<file path="src/rtl/upm_pkg.sv">
// upm_pkg: bus widths, response codes, opcodes, states, register map and packed structs
`default_nettype none

package upm_pkg;

	// ------------------------------
	// axi4-lite bus
	// ------------------------------
	localparam int UPM_AXIL_ADDR_W = 8;
	localparam int UPM_AXIL_DATA_W = 32;

	// response codes
	localparam logic [1:0] UPM_RESP_OKAY   = 2'b00;
	localparam logic [1:0] UPM_RESP_SLVERR = 2'b10;

	// ------------------------------
	// enums
	// ------------------------------
	// one-cycle command from decode to the engine
	typedef enum logic [1:0] {
		UPM_CMD_NONE  = 2'd0,
		UPM_CMD_START = 2'd1,
		UPM_CMD_STOP  = 2'd2
	} upm_cmd_e;

	// engine states, also visible in status
	typedef enum logic [1:0] {
		UPM_ST_IDLE = 2'd0,
		UPM_ST_RUN  = 2'd1,
		UPM_ST_DONE = 2'd2
	} upm_state_e;

	// register byte offsets
	typedef enum logic [UPM_AXIL_ADDR_W-1:0] {
		UPM_REG_CTRL     = 8'h00,
		UPM_REG_WINDOW   = 8'h04,
		UPM_REG_APM_CTRL = 8'h08,
		UPM_REG_STATUS   = 8'h0C,
		UPM_REG_COUNT0   = 8'h10,
		UPM_REG_COUNT1   = 8'h14,
		UPM_REG_ELAPSED  = 8'h18
	} upm_reg_e;

	// ------------------------------
	// structs
	// ------------------------------
	// window_mode 1 ends on expiry, 0 runs until stop
	typedef struct packed {
		upm_cmd_e cmd;
		logic     window_mode;
	} upm_ctrl_t;

	// field order gives the apm_ctrl register layout, en_sensor at bit 0
	typedef struct packed {
		logic [3:0] vdac_sel;
		logic [3:0] mux_sel;
		logic [1:0] xtor_sel;
		logic       osc_sel;
		logic       en_step;
		logic       en_osc;
		logic       en_cal;
		logic       en_sensor;
	} upm_apm_ctrl_t;

	// status register bits 4:0
	typedef struct packed {
		upm_state_e state;
		logic       done;
		logic [1:0] overflow;
	} upm_status_t;

endpackage

`default_nettype wire

</file>
<file path="src/rtl/upm_osc_sync.sv">
// upm_osc_sync: two-flop synchronizer and rising edge detect for both oscillator channels
`default_nettype none

module upm_osc_sync (
	input  wire logic       dfx_upm_func_clk_i,
	input  wire logic       rst_n_i,
	// channel 0 apm oscillator, channel 1 aux oscillator
	input  wire logic [1:0] osc_i,
	output logic [1:0]      edge_o
);

	// first stage may go metastable
	logic [1:0] meta_q;
	// stable synchronized level
	logic [1:0] sync_q;
	// previous synchronized level for edge detect
	logic [1:0] prev_q;

	// ------------------------------
	// synchronizer chain
	// ------------------------------
	always_ff @(posedge dfx_upm_func_clk_i) begin
		if (!rst_n_i) begin
			meta_q <= '0;
			sync_q <= '0;
			prev_q <= '0;
		end else begin
			meta_q <= osc_i;
			sync_q <= meta_q;
			prev_q <= sync_q;
		end
	end

	// one pulse per oscillator period
	// high while the new level sits in sync_q
	assign edge_o = sync_q & ~prev_q;

endmodule

`default_nettype wire

</file>
<file path="src/rtl/upm_axil_regs.sv">
// upm_axil_regs: axi4-lite slave with control, window and apm registers and result read mux
`default_nettype none

module upm_axil_regs #(
	parameter int WINDOW_W = 16,
	parameter int COUNT_W  = 20
) (
	input  wire logic                                     dfx_upm_func_clk_i,
	input  wire logic                                     rst_n_i,
	// write address and data
	input  wire logic [upm_pkg::UPM_AXIL_ADDR_W-1:0]      s_axil_awaddr_i,
	input  wire logic                                     s_axil_awvalid_i,
	output logic                                          s_axil_awready_o,
	input  wire logic [upm_pkg::UPM_AXIL_DATA_W-1:0]      s_axil_wdata_i,
	input  wire logic [upm_pkg::UPM_AXIL_DATA_W/8-1:0]    s_axil_wstrb_i,
	input  wire logic                                     s_axil_wvalid_i,
	output logic                                          s_axil_wready_o,
	// write response
	output logic                                          s_axil_bvalid_o,
	output logic [1:0]                                    s_axil_bresp_o,
	input  wire logic                                     s_axil_bready_i,
	// read address and data
	input  wire logic [upm_pkg::UPM_AXIL_ADDR_W-1:0]      s_axil_araddr_i,
	input  wire logic                                     s_axil_arvalid_i,
	output logic                                          s_axil_arready_o,
	output logic                                          s_axil_rvalid_o,
	output logic [upm_pkg::UPM_AXIL_DATA_W-1:0]           s_axil_rdata_o,
	output logic [1:0]                                    s_axil_rresp_o,
	input  wire logic                                     s_axil_rready_i,
	// towards the engine and the pins
	output upm_pkg::upm_ctrl_t                            ctrl_o,
	output logic [WINDOW_W-1:0]                           window_len_o,
	output upm_pkg::upm_apm_ctrl_t                        apm_ctrl_o,
	// from the result registers
	input  wire upm_pkg::upm_status_t                     status_i,
	input  wire logic [COUNT_W-1:0]                       count0_i,
	input  wire logic [COUNT_W-1:0]                       count1_i,
	input  wire logic [WINDOW_W-1:0]                      elapsed_i
);

	localparam int DW = upm_pkg::UPM_AXIL_DATA_W;
	localparam int AW = $bits(upm_pkg::upm_apm_ctrl_t);

	logic          wr_hs;
	logic          rd_hs;
	logic          wr_ok;
	logic          rd_ok;
	logic [DW-1:0] rd_data;
	logic [DW-1:0] window_merged;
	logic [DW-1:0] apm_merged;

	// byte lane merge under wstrb
	function automatic logic [DW-1:0] merge_bytes(
		input logic [DW-1:0]   old_v,
		input logic [DW-1:0]   new_v,
		input logic [DW/8-1:0] strb
	);
		logic [DW-1:0] res;
		res = old_v;
		for (int b = 0; b < DW / 8; b++) begin
			if (strb[b])
				res[8*b +: 8] = new_v[8*b +: 8];
		end
		return res;
	endfunction

	// ------------------------------
	// handshakes
	// ------------------------------
	// aw and w accepted together, held off while a response is pending
	assign wr_hs            = s_axil_awvalid_i & s_axil_wvalid_i & ~s_axil_bvalid_o;
	assign s_axil_awready_o = wr_hs;
	assign s_axil_wready_o  = wr_hs;
	// one read outstanding at a time
	assign rd_hs            = s_axil_arvalid_i & ~s_axil_rvalid_o;
	assign s_axil_arready_o = rd_hs;

	// ------------------------------
	// write path
	// ------------------------------
	// only ctrl, window and apm_ctrl are writable
	always_comb begin
		case (s_axil_awaddr_i)
			upm_pkg::UPM_REG_CTRL,
			upm_pkg::UPM_REG_WINDOW,
			upm_pkg::UPM_REG_APM_CTRL: wr_ok = 1'b1;
			default:                   wr_ok = 1'b0;
		endcase
	end

	assign window_merged = merge_bytes(DW'(window_len_o), s_axil_wdata_i, s_axil_wstrb_i);
	assign apm_merged    = merge_bytes(DW'(apm_ctrl_o), s_axil_wdata_i, s_axil_wstrb_i);

	always_ff @(posedge dfx_upm_func_clk_i) begin
		if (!rst_n_i) begin
			s_axil_bvalid_o    <= 1'b0;
			s_axil_bresp_o     <= upm_pkg::UPM_RESP_OKAY;
			ctrl_o.cmd         <= upm_pkg::UPM_CMD_NONE;
			ctrl_o.window_mode <= 1'b0;
			window_len_o       <= '0;
			apm_ctrl_o         <= '0;
		end else begin
			// command lives for a single cycle
			ctrl_o.cmd <= upm_pkg::UPM_CMD_NONE;
			if (s_axil_bvalid_o && s_axil_bready_i)
				s_axil_bvalid_o <= 1'b0;
			if (wr_hs) begin
				s_axil_bvalid_o <= 1'b1;
				s_axil_bresp_o  <= wr_ok ? upm_pkg::UPM_RESP_OKAY : upm_pkg::UPM_RESP_SLVERR;
				case (s_axil_awaddr_i)
					upm_pkg::UPM_REG_CTRL: begin
						// start wins if both bits are set
						if (s_axil_wstrb_i[0]) begin
							ctrl_o.window_mode <= s_axil_wdata_i[2];
							if (s_axil_wdata_i[0])
								ctrl_o.cmd <= upm_pkg::UPM_CMD_START;
							else if (s_axil_wdata_i[1])
								ctrl_o.cmd <= upm_pkg::UPM_CMD_STOP;
						end
					end
					upm_pkg::UPM_REG_WINDOW:
						window_len_o <= window_merged[WINDOW_W-1:0];
					upm_pkg::UPM_REG_APM_CTRL:
						apm_ctrl_o <= upm_pkg::upm_apm_ctrl_t'(apm_merged[AW-1:0]);
					default: ;
				endcase
			end
		end
	end

	// ------------------------------
	// read path
	// ------------------------------
	always_comb begin
		rd_data = '0;
		rd_ok   = 1'b1;
		case (s_axil_araddr_i)
			upm_pkg::UPM_REG_CTRL:     rd_data[2]            = ctrl_o.window_mode;
			upm_pkg::UPM_REG_WINDOW:   rd_data[WINDOW_W-1:0] = window_len_o;
			upm_pkg::UPM_REG_APM_CTRL: rd_data[AW-1:0]       = apm_ctrl_o;
			upm_pkg::UPM_REG_STATUS:
				rd_data[$bits(upm_pkg::upm_status_t)-1:0] = status_i;
			upm_pkg::UPM_REG_COUNT0:   rd_data[COUNT_W-1:0]  = count0_i;
			upm_pkg::UPM_REG_COUNT1:   rd_data[COUNT_W-1:0]  = count1_i;
			upm_pkg::UPM_REG_ELAPSED:  rd_data[WINDOW_W-1:0] = elapsed_i;
			// unknown offset reads zero
			default:                   rd_ok = 1'b0;
		endcase
	end

	always_ff @(posedge dfx_upm_func_clk_i) begin
		if (!rst_n_i) begin
			s_axil_rvalid_o <= 1'b0;
			s_axil_rresp_o  <= upm_pkg::UPM_RESP_OKAY;
		end else begin
			if (s_axil_rvalid_o && s_axil_rready_i)
				s_axil_rvalid_o <= 1'b0;
			if (rd_hs) begin
				s_axil_rvalid_o <= 1'b1;
				s_axil_rresp_o  <= rd_ok ? upm_pkg::UPM_RESP_OKAY : upm_pkg::UPM_RESP_SLVERR;
			end
		end
	end

	// read data held with rvalid
	always_ff @(posedge dfx_upm_func_clk_i) begin
		if (rd_hs)
			s_axil_rdata_o <= rd_data;
	end

endmodule

`default_nettype wire

</file>
<file path="src/rtl/upm_window_engine.sv">
// upm_window_engine: measurement fsm, elapsed window counter and two saturating event counters
`default_nettype none

module upm_window_engine #(
	parameter int WINDOW_W = 16,
	parameter int COUNT_W  = 20
) (
	input  wire logic                dfx_upm_func_clk_i,
	input  wire logic                rst_n_i,
	input  wire upm_pkg::upm_ctrl_t  ctrl_i,
	input  wire logic [WINDOW_W-1:0] window_len_i,
	input  wire logic [1:0]          edge_i,
	output upm_pkg::upm_state_e      state_o,
	output logic                     capture_o,
	output logic [COUNT_W-1:0]       count0_o,
	output logic [COUNT_W-1:0]       count1_o,
	output logic [1:0]               overflow_o,
	output logic [WINDOW_W-1:0]      elapsed_o
);

	// event counters, index is the channel
	logic [COUNT_W-1:0] count_q [2];
	// window mode sampled at start
	logic               mode_q;
	logic               start;
	logic               stop;
	logic               expire;
	// one extra bit so the compare never wraps
	logic [WINDOW_W:0]  elapsed_nxt;

	// ------------------------------
	// end conditions
	// ------------------------------
	// start ignored while running
	assign start = (ctrl_i.cmd == upm_pkg::UPM_CMD_START) && (state_o != upm_pkg::UPM_ST_RUN);
	assign stop  = (ctrl_i.cmd == upm_pkg::UPM_CMD_STOP);

	assign elapsed_nxt = {1'b0, elapsed_o} + 1'b1;
	// this run cycle is the last one of the window
	assign expire = mode_q && (elapsed_nxt >= {1'b0, window_len_i});

	// ------------------------------
	// fsm and counters
	// ------------------------------
	always_ff @(posedge dfx_upm_func_clk_i) begin
		if (!rst_n_i) begin
			state_o    <= upm_pkg::UPM_ST_IDLE;
			mode_q     <= 1'b0;
			elapsed_o  <= '0;
			overflow_o <= '0;
			count_q    <= '{default: '0};
		end else begin
			case (state_o)
				upm_pkg::UPM_ST_IDLE,
				upm_pkg::UPM_ST_DONE: begin
					if (start) begin
						// fresh measurement
						state_o    <= upm_pkg::UPM_ST_RUN;
						mode_q     <= ctrl_i.window_mode;
						elapsed_o  <= '0;
						overflow_o <= '0;
						count_q    <= '{default: '0};
					end else begin
						// done lasts a single cycle
						state_o <= upm_pkg::UPM_ST_IDLE;
					end
				end
				upm_pkg::UPM_ST_RUN: begin
					// elapsed saturates in long stop-mode runs
					if (!(&elapsed_o))
						elapsed_o <= elapsed_nxt[WINDOW_W-1:0];
					for (int ch = 0; ch < 2; ch++) begin
						if (edge_i[ch]) begin
							// edge lost at full scale
							if (&count_q[ch])
								overflow_o[ch] <= 1'b1;
							else
								count_q[ch] <= count_q[ch] + 1'b1;
						end
					end
					// stop ends early in either mode
					if (stop || expire)
						state_o <= upm_pkg::UPM_ST_DONE;
				end
				default: state_o <= upm_pkg::UPM_ST_IDLE;
			endcase
		end
	end

	// values are stable during done
	assign capture_o = (state_o == upm_pkg::UPM_ST_DONE);
	assign count0_o  = count_q[0];
	assign count1_o  = count_q[1];

endmodule

`default_nettype wire

</file>
<file path="src/rtl/upm_result_regs.sv">
// upm_result_regs: captured counts and elapsed window, sticky done and overflow status
`default_nettype none

module upm_result_regs #(
	parameter int WINDOW_W = 16,
	parameter int COUNT_W  = 20
) (
	input  wire logic                dfx_upm_func_clk_i,
	input  wire logic                rst_n_i,
	input  wire logic                start_i,
	input  wire logic                capture_i,
	input  wire upm_pkg::upm_state_e state_i,
	input  wire logic [COUNT_W-1:0]  count0_i,
	input  wire logic [COUNT_W-1:0]  count1_i,
	input  wire logic [1:0]          overflow_i,
	input  wire logic [WINDOW_W-1:0] elapsed_i,
	output upm_pkg::upm_status_t     status_o,
	output logic [COUNT_W-1:0]       count0_o,
	output logic [COUNT_W-1:0]       count1_o,
	output logic [WINDOW_W-1:0]      elapsed_o
);

	logic       done_q;
	logic [1:0] ovf_q;

	// ------------------------------
	// sticky status
	// ------------------------------
	// start clears before a coincident capture can set
	always_ff @(posedge dfx_upm_func_clk_i) begin
		if (!rst_n_i) begin
			done_q <= 1'b0;
			ovf_q  <= '0;
		end else if (start_i) begin
			done_q <= 1'b0;
			ovf_q  <= '0;
		end else if (capture_i) begin
			done_q <= 1'b1;
			ovf_q  <= ovf_q | overflow_i;
		end
	end

	// results held while the next run proceeds
	always_ff @(posedge dfx_upm_func_clk_i) begin
		if (capture_i) begin
			count0_o  <= count0_i;
			count1_o  <= count1_i;
			elapsed_o <= elapsed_i;
		end
	end

	// state comes live from the engine
	assign status_o.state    = state_i;
	assign status_o.done     = done_q;
	assign status_o.overflow = ovf_q;

endmodule

`default_nettype wire

</file>
<file path="src/rtl/upm_top.sv">
// upm_top: register front end, oscillator sync, window engine, result registers and apm pins
`default_nettype none

module upm_top #(
	parameter int WINDOW_W = 16,
	parameter int COUNT_W  = 20
) (
	input  wire logic                                  dfx_upm_func_clk_i,
	input  wire logic                                  rst_n_i,
	// axi4-lite slave
	input  wire logic [upm_pkg::UPM_AXIL_ADDR_W-1:0]   s_axil_awaddr_i,
	input  wire logic                                  s_axil_awvalid_i,
	output logic                                       s_axil_awready_o,
	input  wire logic [upm_pkg::UPM_AXIL_DATA_W-1:0]   s_axil_wdata_i,
	input  wire logic [upm_pkg::UPM_AXIL_DATA_W/8-1:0] s_axil_wstrb_i,
	input  wire logic                                  s_axil_wvalid_i,
	output logic                                       s_axil_wready_o,
	output logic                                       s_axil_bvalid_o,
	output logic [1:0]                                 s_axil_bresp_o,
	input  wire logic                                  s_axil_bready_i,
	input  wire logic [upm_pkg::UPM_AXIL_ADDR_W-1:0]   s_axil_araddr_i,
	input  wire logic                                  s_axil_arvalid_i,
	output logic                                       s_axil_arready_o,
	output logic                                       s_axil_rvalid_o,
	output logic [upm_pkg::UPM_AXIL_DATA_W-1:0]        s_axil_rdata_o,
	output logic [1:0]                                 s_axil_rresp_o,
	input  wire logic                                  s_axil_rready_i,
	// sensor oscillators
	input  wire logic                                  apm_osc_out_i,
	input  wire logic                                  aux_osc_i,
	// apm sensor control
	output logic                                       apm_en_sensor_o,
	output logic                                       apm_en_cal_o,
	output logic                                       apm_en_osc_o,
	output logic                                       apm_en_step_o,
	output logic                                       apm_osc_sel_o,
	output logic [1:0]                                 apm_xtor_sel_o,
	output logic [3:0]                                 apm_mux_sel_o,
	output logic [3:0]                                 apm_vdac_sel_o
);

	upm_pkg::upm_ctrl_t     ctrl;
	upm_pkg::upm_apm_ctrl_t apm_ctrl;
	upm_pkg::upm_status_t   status;
	upm_pkg::upm_state_e    eng_state;
	logic [WINDOW_W-1:0]    window_len;
	logic [1:0]             osc_edge;
	logic                   capture;
	logic                   start;
	logic [COUNT_W-1:0]     eng_count0;
	logic [COUNT_W-1:0]     eng_count1;
	logic [1:0]             eng_overflow;
	logic [WINDOW_W-1:0]    eng_elapsed;
	logic [COUNT_W-1:0]     res_count0;
	logic [COUNT_W-1:0]     res_count1;
	logic [WINDOW_W-1:0]    res_elapsed;

	// ------------------------------
	// decode
	// ------------------------------
	upm_axil_regs #(
		.WINDOW_W (WINDOW_W),
		.COUNT_W  (COUNT_W)
	) upm_axil_regs_inst (
		.dfx_upm_func_clk_i (dfx_upm_func_clk_i),
		.rst_n_i            (rst_n_i),
		.s_axil_awaddr_i    (s_axil_awaddr_i),
		.s_axil_awvalid_i   (s_axil_awvalid_i),
		.s_axil_awready_o   (s_axil_awready_o),
		.s_axil_wdata_i     (s_axil_wdata_i),
		.s_axil_wstrb_i     (s_axil_wstrb_i),
		.s_axil_wvalid_i    (s_axil_wvalid_i),
		.s_axil_wready_o    (s_axil_wready_o),
		.s_axil_bvalid_o    (s_axil_bvalid_o),
		.s_axil_bresp_o     (s_axil_bresp_o),
		.s_axil_bready_i    (s_axil_bready_i),
		.s_axil_araddr_i    (s_axil_araddr_i),
		.s_axil_arvalid_i   (s_axil_arvalid_i),
		.s_axil_arready_o   (s_axil_arready_o),
		.s_axil_rvalid_o    (s_axil_rvalid_o),
		.s_axil_rdata_o     (s_axil_rdata_o),
		.s_axil_rresp_o     (s_axil_rresp_o),
		.s_axil_rready_i    (s_axil_rready_i),
		.ctrl_o             (ctrl),
		.window_len_o       (window_len),
		.apm_ctrl_o         (apm_ctrl),
		.status_i           (status),
		.count0_i           (res_count0),
		.count1_i           (res_count1),
		.elapsed_i          (res_elapsed)
	);

	// ------------------------------
	// execute
	// ------------------------------
	// channel 0 apm, channel 1 aux
	upm_osc_sync upm_osc_sync_inst (
		.dfx_upm_func_clk_i (dfx_upm_func_clk_i),
		.rst_n_i            (rst_n_i),
		.osc_i              ({aux_osc_i, apm_osc_out_i}),
		.edge_o             (osc_edge)
	);

	upm_window_engine #(
		.WINDOW_W (WINDOW_W),
		.COUNT_W  (COUNT_W)
	) upm_window_engine_inst (
		.dfx_upm_func_clk_i (dfx_upm_func_clk_i),
		.rst_n_i            (rst_n_i),
		.ctrl_i             (ctrl),
		.window_len_i       (window_len),
		.edge_i             (osc_edge),
		.state_o            (eng_state),
		.capture_o          (capture),
		.count0_o           (eng_count0),
		.count1_o           (eng_count1),
		.overflow_o         (eng_overflow),
		.elapsed_o          (eng_elapsed)
	);

	// ------------------------------
	// result
	// ------------------------------
	assign start = (ctrl.cmd == upm_pkg::UPM_CMD_START);

	upm_result_regs #(
		.WINDOW_W (WINDOW_W),
		.COUNT_W  (COUNT_W)
	) upm_result_regs_inst (
		.dfx_upm_func_clk_i (dfx_upm_func_clk_i),
		.rst_n_i            (rst_n_i),
		.start_i            (start),
		.capture_i          (capture),
		.state_i            (eng_state),
		.count0_i           (eng_count0),
		.count1_i           (eng_count1),
		.overflow_i         (eng_overflow),
		.elapsed_i          (eng_elapsed),
		.status_o           (status),
		.count0_o           (res_count0),
		.count1_o           (res_count1),
		.elapsed_o          (res_elapsed)
	);

	// apm control fields onto the sensor pins
	assign apm_en_sensor_o = apm_ctrl.en_sensor;
	assign apm_en_cal_o    = apm_ctrl.en_cal;
	assign apm_en_osc_o    = apm_ctrl.en_osc;
	assign apm_en_step_o   = apm_ctrl.en_step;
	assign apm_osc_sel_o   = apm_ctrl.osc_sel;
	assign apm_xtor_sel_o  = apm_ctrl.xtor_sel;
	assign apm_mux_sel_o   = apm_ctrl.mux_sel;
	assign apm_vdac_sel_o  = apm_ctrl.vdac_sel;

endmodule

`default_nettype wire

</file>
<file path="config.mk">
export PLATFORM = sky130hd
export DESIGN_NAME = upm_top
export DESIGN_NICKNAME = d
export VERILOG_FILES = /design/src/rtl/upm_pkg.sv /design/src/rtl/upm_osc_sync.sv /design/src/rtl/upm_axil_regs.sv /design/src/rtl/upm_window_engine.sv /design/src/rtl/upm_result_regs.sv /design/src/rtl/upm_top.sv
export SDC_FILE = /design/constraint.sdc
export NUM_CORES = 1
export LEC_CHECK = 0
export ABC_AREA = 1
export ABC_CLOCK_PERIOD_IN_PS = 7900
export BUFFER_PORTS_ARGS = -buffer_cell sky130_fd_sc_hd__buf_2
export CAP_MARGIN = 10
export CORE_MARGIN = 10
export CORE_UTILIZATION = 45
export DETAILED_ROUTE_END_ITERATION = 8
export GPL_TIMING_DRIVEN = 0
export PLACE_DENSITY_LB_ADDON = 0.2
export SLEW_MARGIN = 30
export SYNTH_ARGS = -nofsm -noshare
export SYNTH_HDL_FRONTEND = slang
export SYNTH_SLANG_ARGS = --single-unit
export TNS_END_PERCENT = 50
</file>
<file path="constraint.sdc">
create_clock -name dfx_upm_func_clk_i -period 7.9 [get_ports dfx_upm_func_clk_i]
set_input_delay 1.58 -clock dfx_upm_func_clk_i [delete_from_list [all_inputs] [get_ports dfx_upm_func_clk_i]]
set_output_delay 1.58 -clock dfx_upm_func_clk_i [all_outputs]
set_load 0.01 [all_outputs]
</file>
==> flow_metrics.py <==
metrics = {
    "logic_synthesis": {
        "syn-instance-count": 954,
        "async_reset_ff_share_pct": 0,
        "yosys_warnings": 0,
        "yosysTopAreaCellShare_pct": 27.16,
        "synthTopCellsByCount": "150 x nand2_1, 121 x inv_1, 111 x nor2_1",
        "ys_top_cells_by_area": "edfxtp_1 27%, dfxtp_1 26%, nand2_1 6.7%",
        "ys_types": 55,
        "avgSynthCellArea_um2": 8.807,
        "synth-seq-cells": 184,
        "synth_area_um2": 8402,
        "synth_top_flop_cell": "dfxtp_1",
        "synth_seq_area_share_pct": 52.90,
        "synth_most_common_cell": "nand2_1",
        "yosysTopAreaCell": "edfxtp_1",
        "synth_edf_count": 76,
    },
    "cts": {
        "ctsResizeCount": 0,
        "clockRootBuffer": "clkbuf_16",
        "postCtsHoldBufs": 0,
        "postCtsSetupBuffers": 0,
        "clockBufferDepth": 2,
        "cts_htree_levels": 4,
        "path_clk_slew_ps": 70,
        "cts_tree": "yes",
        "clk_latency_ps": 430,
        "clkSinkCount": 184,
        "cts_made_buffers": 17,
    },
    "floorplan": {
        "die_area_um2": 24540,
        "ioPinCount": 117,
        "die_x_um": 156.6,
        "die_h_um": 156.6,
        "num_rows": 49,
        "start_util_pct": 46.30,
        "core_um2": 18150,
    },
    "detailed_routing": {
        "final_antenna_net_count": 0,
        "drt_wl_total_mm": 22.86,
        "wl_per_cell_um": 17.39,
        "routed_via_density": 5.221,
        "first_pass_iters": 5,
        "vias": 6866,
        "drc_errors": 0,
        "dr.first_iter.drc_count": 637,
    },
    "status": {
        "status": "finished, final reports clean",
    },
    "timing": {
        "setup_slack_ps": 4145,
        "setup_tns_ps": 0,
        "timing.final.crit_share_pct": 47.53,
        "post-route-min-period_ps": 3755,
        "holdWs_ps": 418.5,
        "setup_viol": 0,
        "finalHoldViolations": 0,
        "finClkSkew_ps": 10.07,
        "clock.fmax_mhz": 266.3,
        "slew_violations": 0,
        "tightest_slew_ps": 943.5,
        "relSlewSlack_pct": 37.10,
        "rsz0062_at_grt": "no",
    },
    "finish": {
        "synthToLayoutAreaGrowth_pct": 16.87,
        "fin_nets": 1153,
        "antennaDiodeCount": 0,
        "final_layout_size_suffix_gt1_share_pct": 17.03,
    },
    "critical_path": {
        "critPathRequiredTime_ps": 6320,
        "regToRegEndpoint": "upm_window_engine_inst.state_o[0]$_SDFFE_PN0P_",
        "cp-end-kind": "primary output",
        "reg2reg_depth": 14,
        "worstSetupPathType": "in2out",
        "critPathCapture": "s_axil_arready_o",
        "start_kind": "input pin",
        "cp.arrival_ps": 2170,
        "path_max_fanout": 9,
        "startpoint": "s_axil_arvalid_i",
        "r2r_slack_ps": 4880,
        "r2r_start": "upm_window_engine_inst.elapsed_o[0]$_SDFFE_PN0P_",
    },
    "grt": {
        "grt_start_max_net_pins": 23,
        "grt_pass1_vias": 6301,
        "grt_util_all_layers_pct": 18.70,
        "antenna_found_initial": 0,
        "grt_pass1_wl_mm": 35.21,
        "overflow": 0,
    },
    "min_path": {
        "hold_depth": 2,
        "min_path_type": "reg2reg",
    },
    "pwr": {
        "ir_worst_vdd_mv": 0.1533,
        "p_per_area_nw_per_um2": 192.5,
        "power_leakage_nw": 4.128,
    },
    "run": {
        "max-cap-violations": 0,
    },
    "placement": {
        "port_buffers": 84,
        "place_congestion": 0.8942,
        "dp_hpwl_mm": 17.70,
        "dp_slack_ps": 4140,
    },
}
[flip-flops by register name, indices dropped and copies added (netlist names), 3 cells and up]
name,flops
upm_axil_regs_inst.apm_ctrl_o,15
upm_axil_regs_inst.ctrl_o,3
upm_axil_regs_inst.s_axil_rdata_o,20
upm_axil_regs_inst.window_len_o,16
upm_result_regs_inst.count0_o,20
upm_result_regs_inst.count1_o,20
upm_result_regs_inst.elapsed_o,16
upm_window_engine_inst.count0_o,20
upm_window_engine_inst.count1_o,20
upm_window_engine_inst.elapsed_o,16
[area by class of cell]
class | instances | area (um2)
plain buffers | 38 | 217.7
clock buffers | 19 | 442.9
clock inverters | 13 | 121.4
fillers | 1682 | 8328
inverters | 130 | 490.5
multi-input cells | 615 | 3313
flip-flops and latches | 184 | 4444
well taps | 229 | 286.5
repair buffers | 87 | 503.0
[cell usage in the layout, fill, tap and decap left out, types with 3 or more instances in the layout]
cell and count:
nand2_1 150, inv_1 121, nor2_1 109, dfxtp_1 108
buf_2 90, edfxtp_1 76, o21ai_0 71, a21oi_1 70
nand3_1 33, nand4_1 21, ha_1 19, a32o_1 17
clkbuf_16 17, clkbuf_1 16, buf_4 16, nor3_1 15
conb_1 14, xor2_1 12, nand2_2 8, a22o_1 8
nor2_4 7, inv_2 7, nor2_2 6, o21ai_1 6
xnor2_1 4, nor4_1 4, or2_2 4, clkinv_2 4
o21bai_1 3, clkinvlp_4 3, inv_6 3, buf_16 3
[worst min-delay path by stage]
| stage | from | to |
|---|---|---|
| floorplan | upm_osc_sync_inst.meta_q[0]$_SDFF_PN0_ | upm_osc_sync_inst.sync_q[0]$_SDFF_PN0_ |
| global placement | upm_osc_sync_inst.meta_q[0]$_SDFF_PN0_ | upm_osc_sync_inst.sync_q[0]$_SDFF_PN0_ |
| detailed placement | upm_osc_sync_inst.meta_q[1]$_SDFF_PN0_ | upm_osc_sync_inst.sync_q[1]$_SDFF_PN0_ |
| CTS | upm_osc_sync_inst.meta_q[1]$_SDFF_PN0_ | upm_osc_sync_inst.sync_q[1]$_SDFF_PN0_ |
| global route | upm_osc_sync_inst.meta_q[0]$_SDFF_PN0_ | upm_osc_sync_inst.sync_q[0]$_SDFF_PN0_ |
| finish | upm_osc_sync_inst.meta_q[1]$_SDFF_PN0_ | upm_osc_sync_inst.sync_q[1]$_SDFF_PN0_ |
[critical path, stage by stage]
cell    delay [ps]
buf_2           70
inv_1           50
nor2_4         270
buf_2          200
[through the flow]
step	util [%]	instances	instance area (um2)	total power, mW
6_report	54.11	1315	9819	1.890
3_3_place_gp	50.46	1280	9158	1.084
5_1_grt	54.11	1315	9819	1.947
2_1_floorplan	-	967	8451	1.051
3_5_place_dp	51.00	1283	9255	1.087
4_1_cts	54.11	1315	9819	1.900
[per-layer routing]
metal,wire [um],GRT usage [%]
met1,10000,24.22
met2,10860,30.62
met3,1621,4.084
met4,378,5.663
met5,0,0
[report_power, final]
group	internal, mW	switching, mW	total, mW
Combinational	0.0271	0.0464	0.0734
Clock	0.448	0.376	0.824
Sequential	0.990	0.00243	0.993
[cell families (layout without fill, tap and decap cells)]
group                      count (synthesis)  in the layout  share of synthesized area [%]
buffers and inverters                    168            287                          8.429
and+or+nand+nor                          371            371                          20.18
DFF                                      184            184                          52.90
other                                      1             14                        0.04463
adders and majority gates                 19             19                          2.830
AOI/OAI and AO/OA                        195            195                          13.95
xor gates and xnor gates                  16             16                          1.668
No activity file was read; power rests on OpenSTA's default activity.
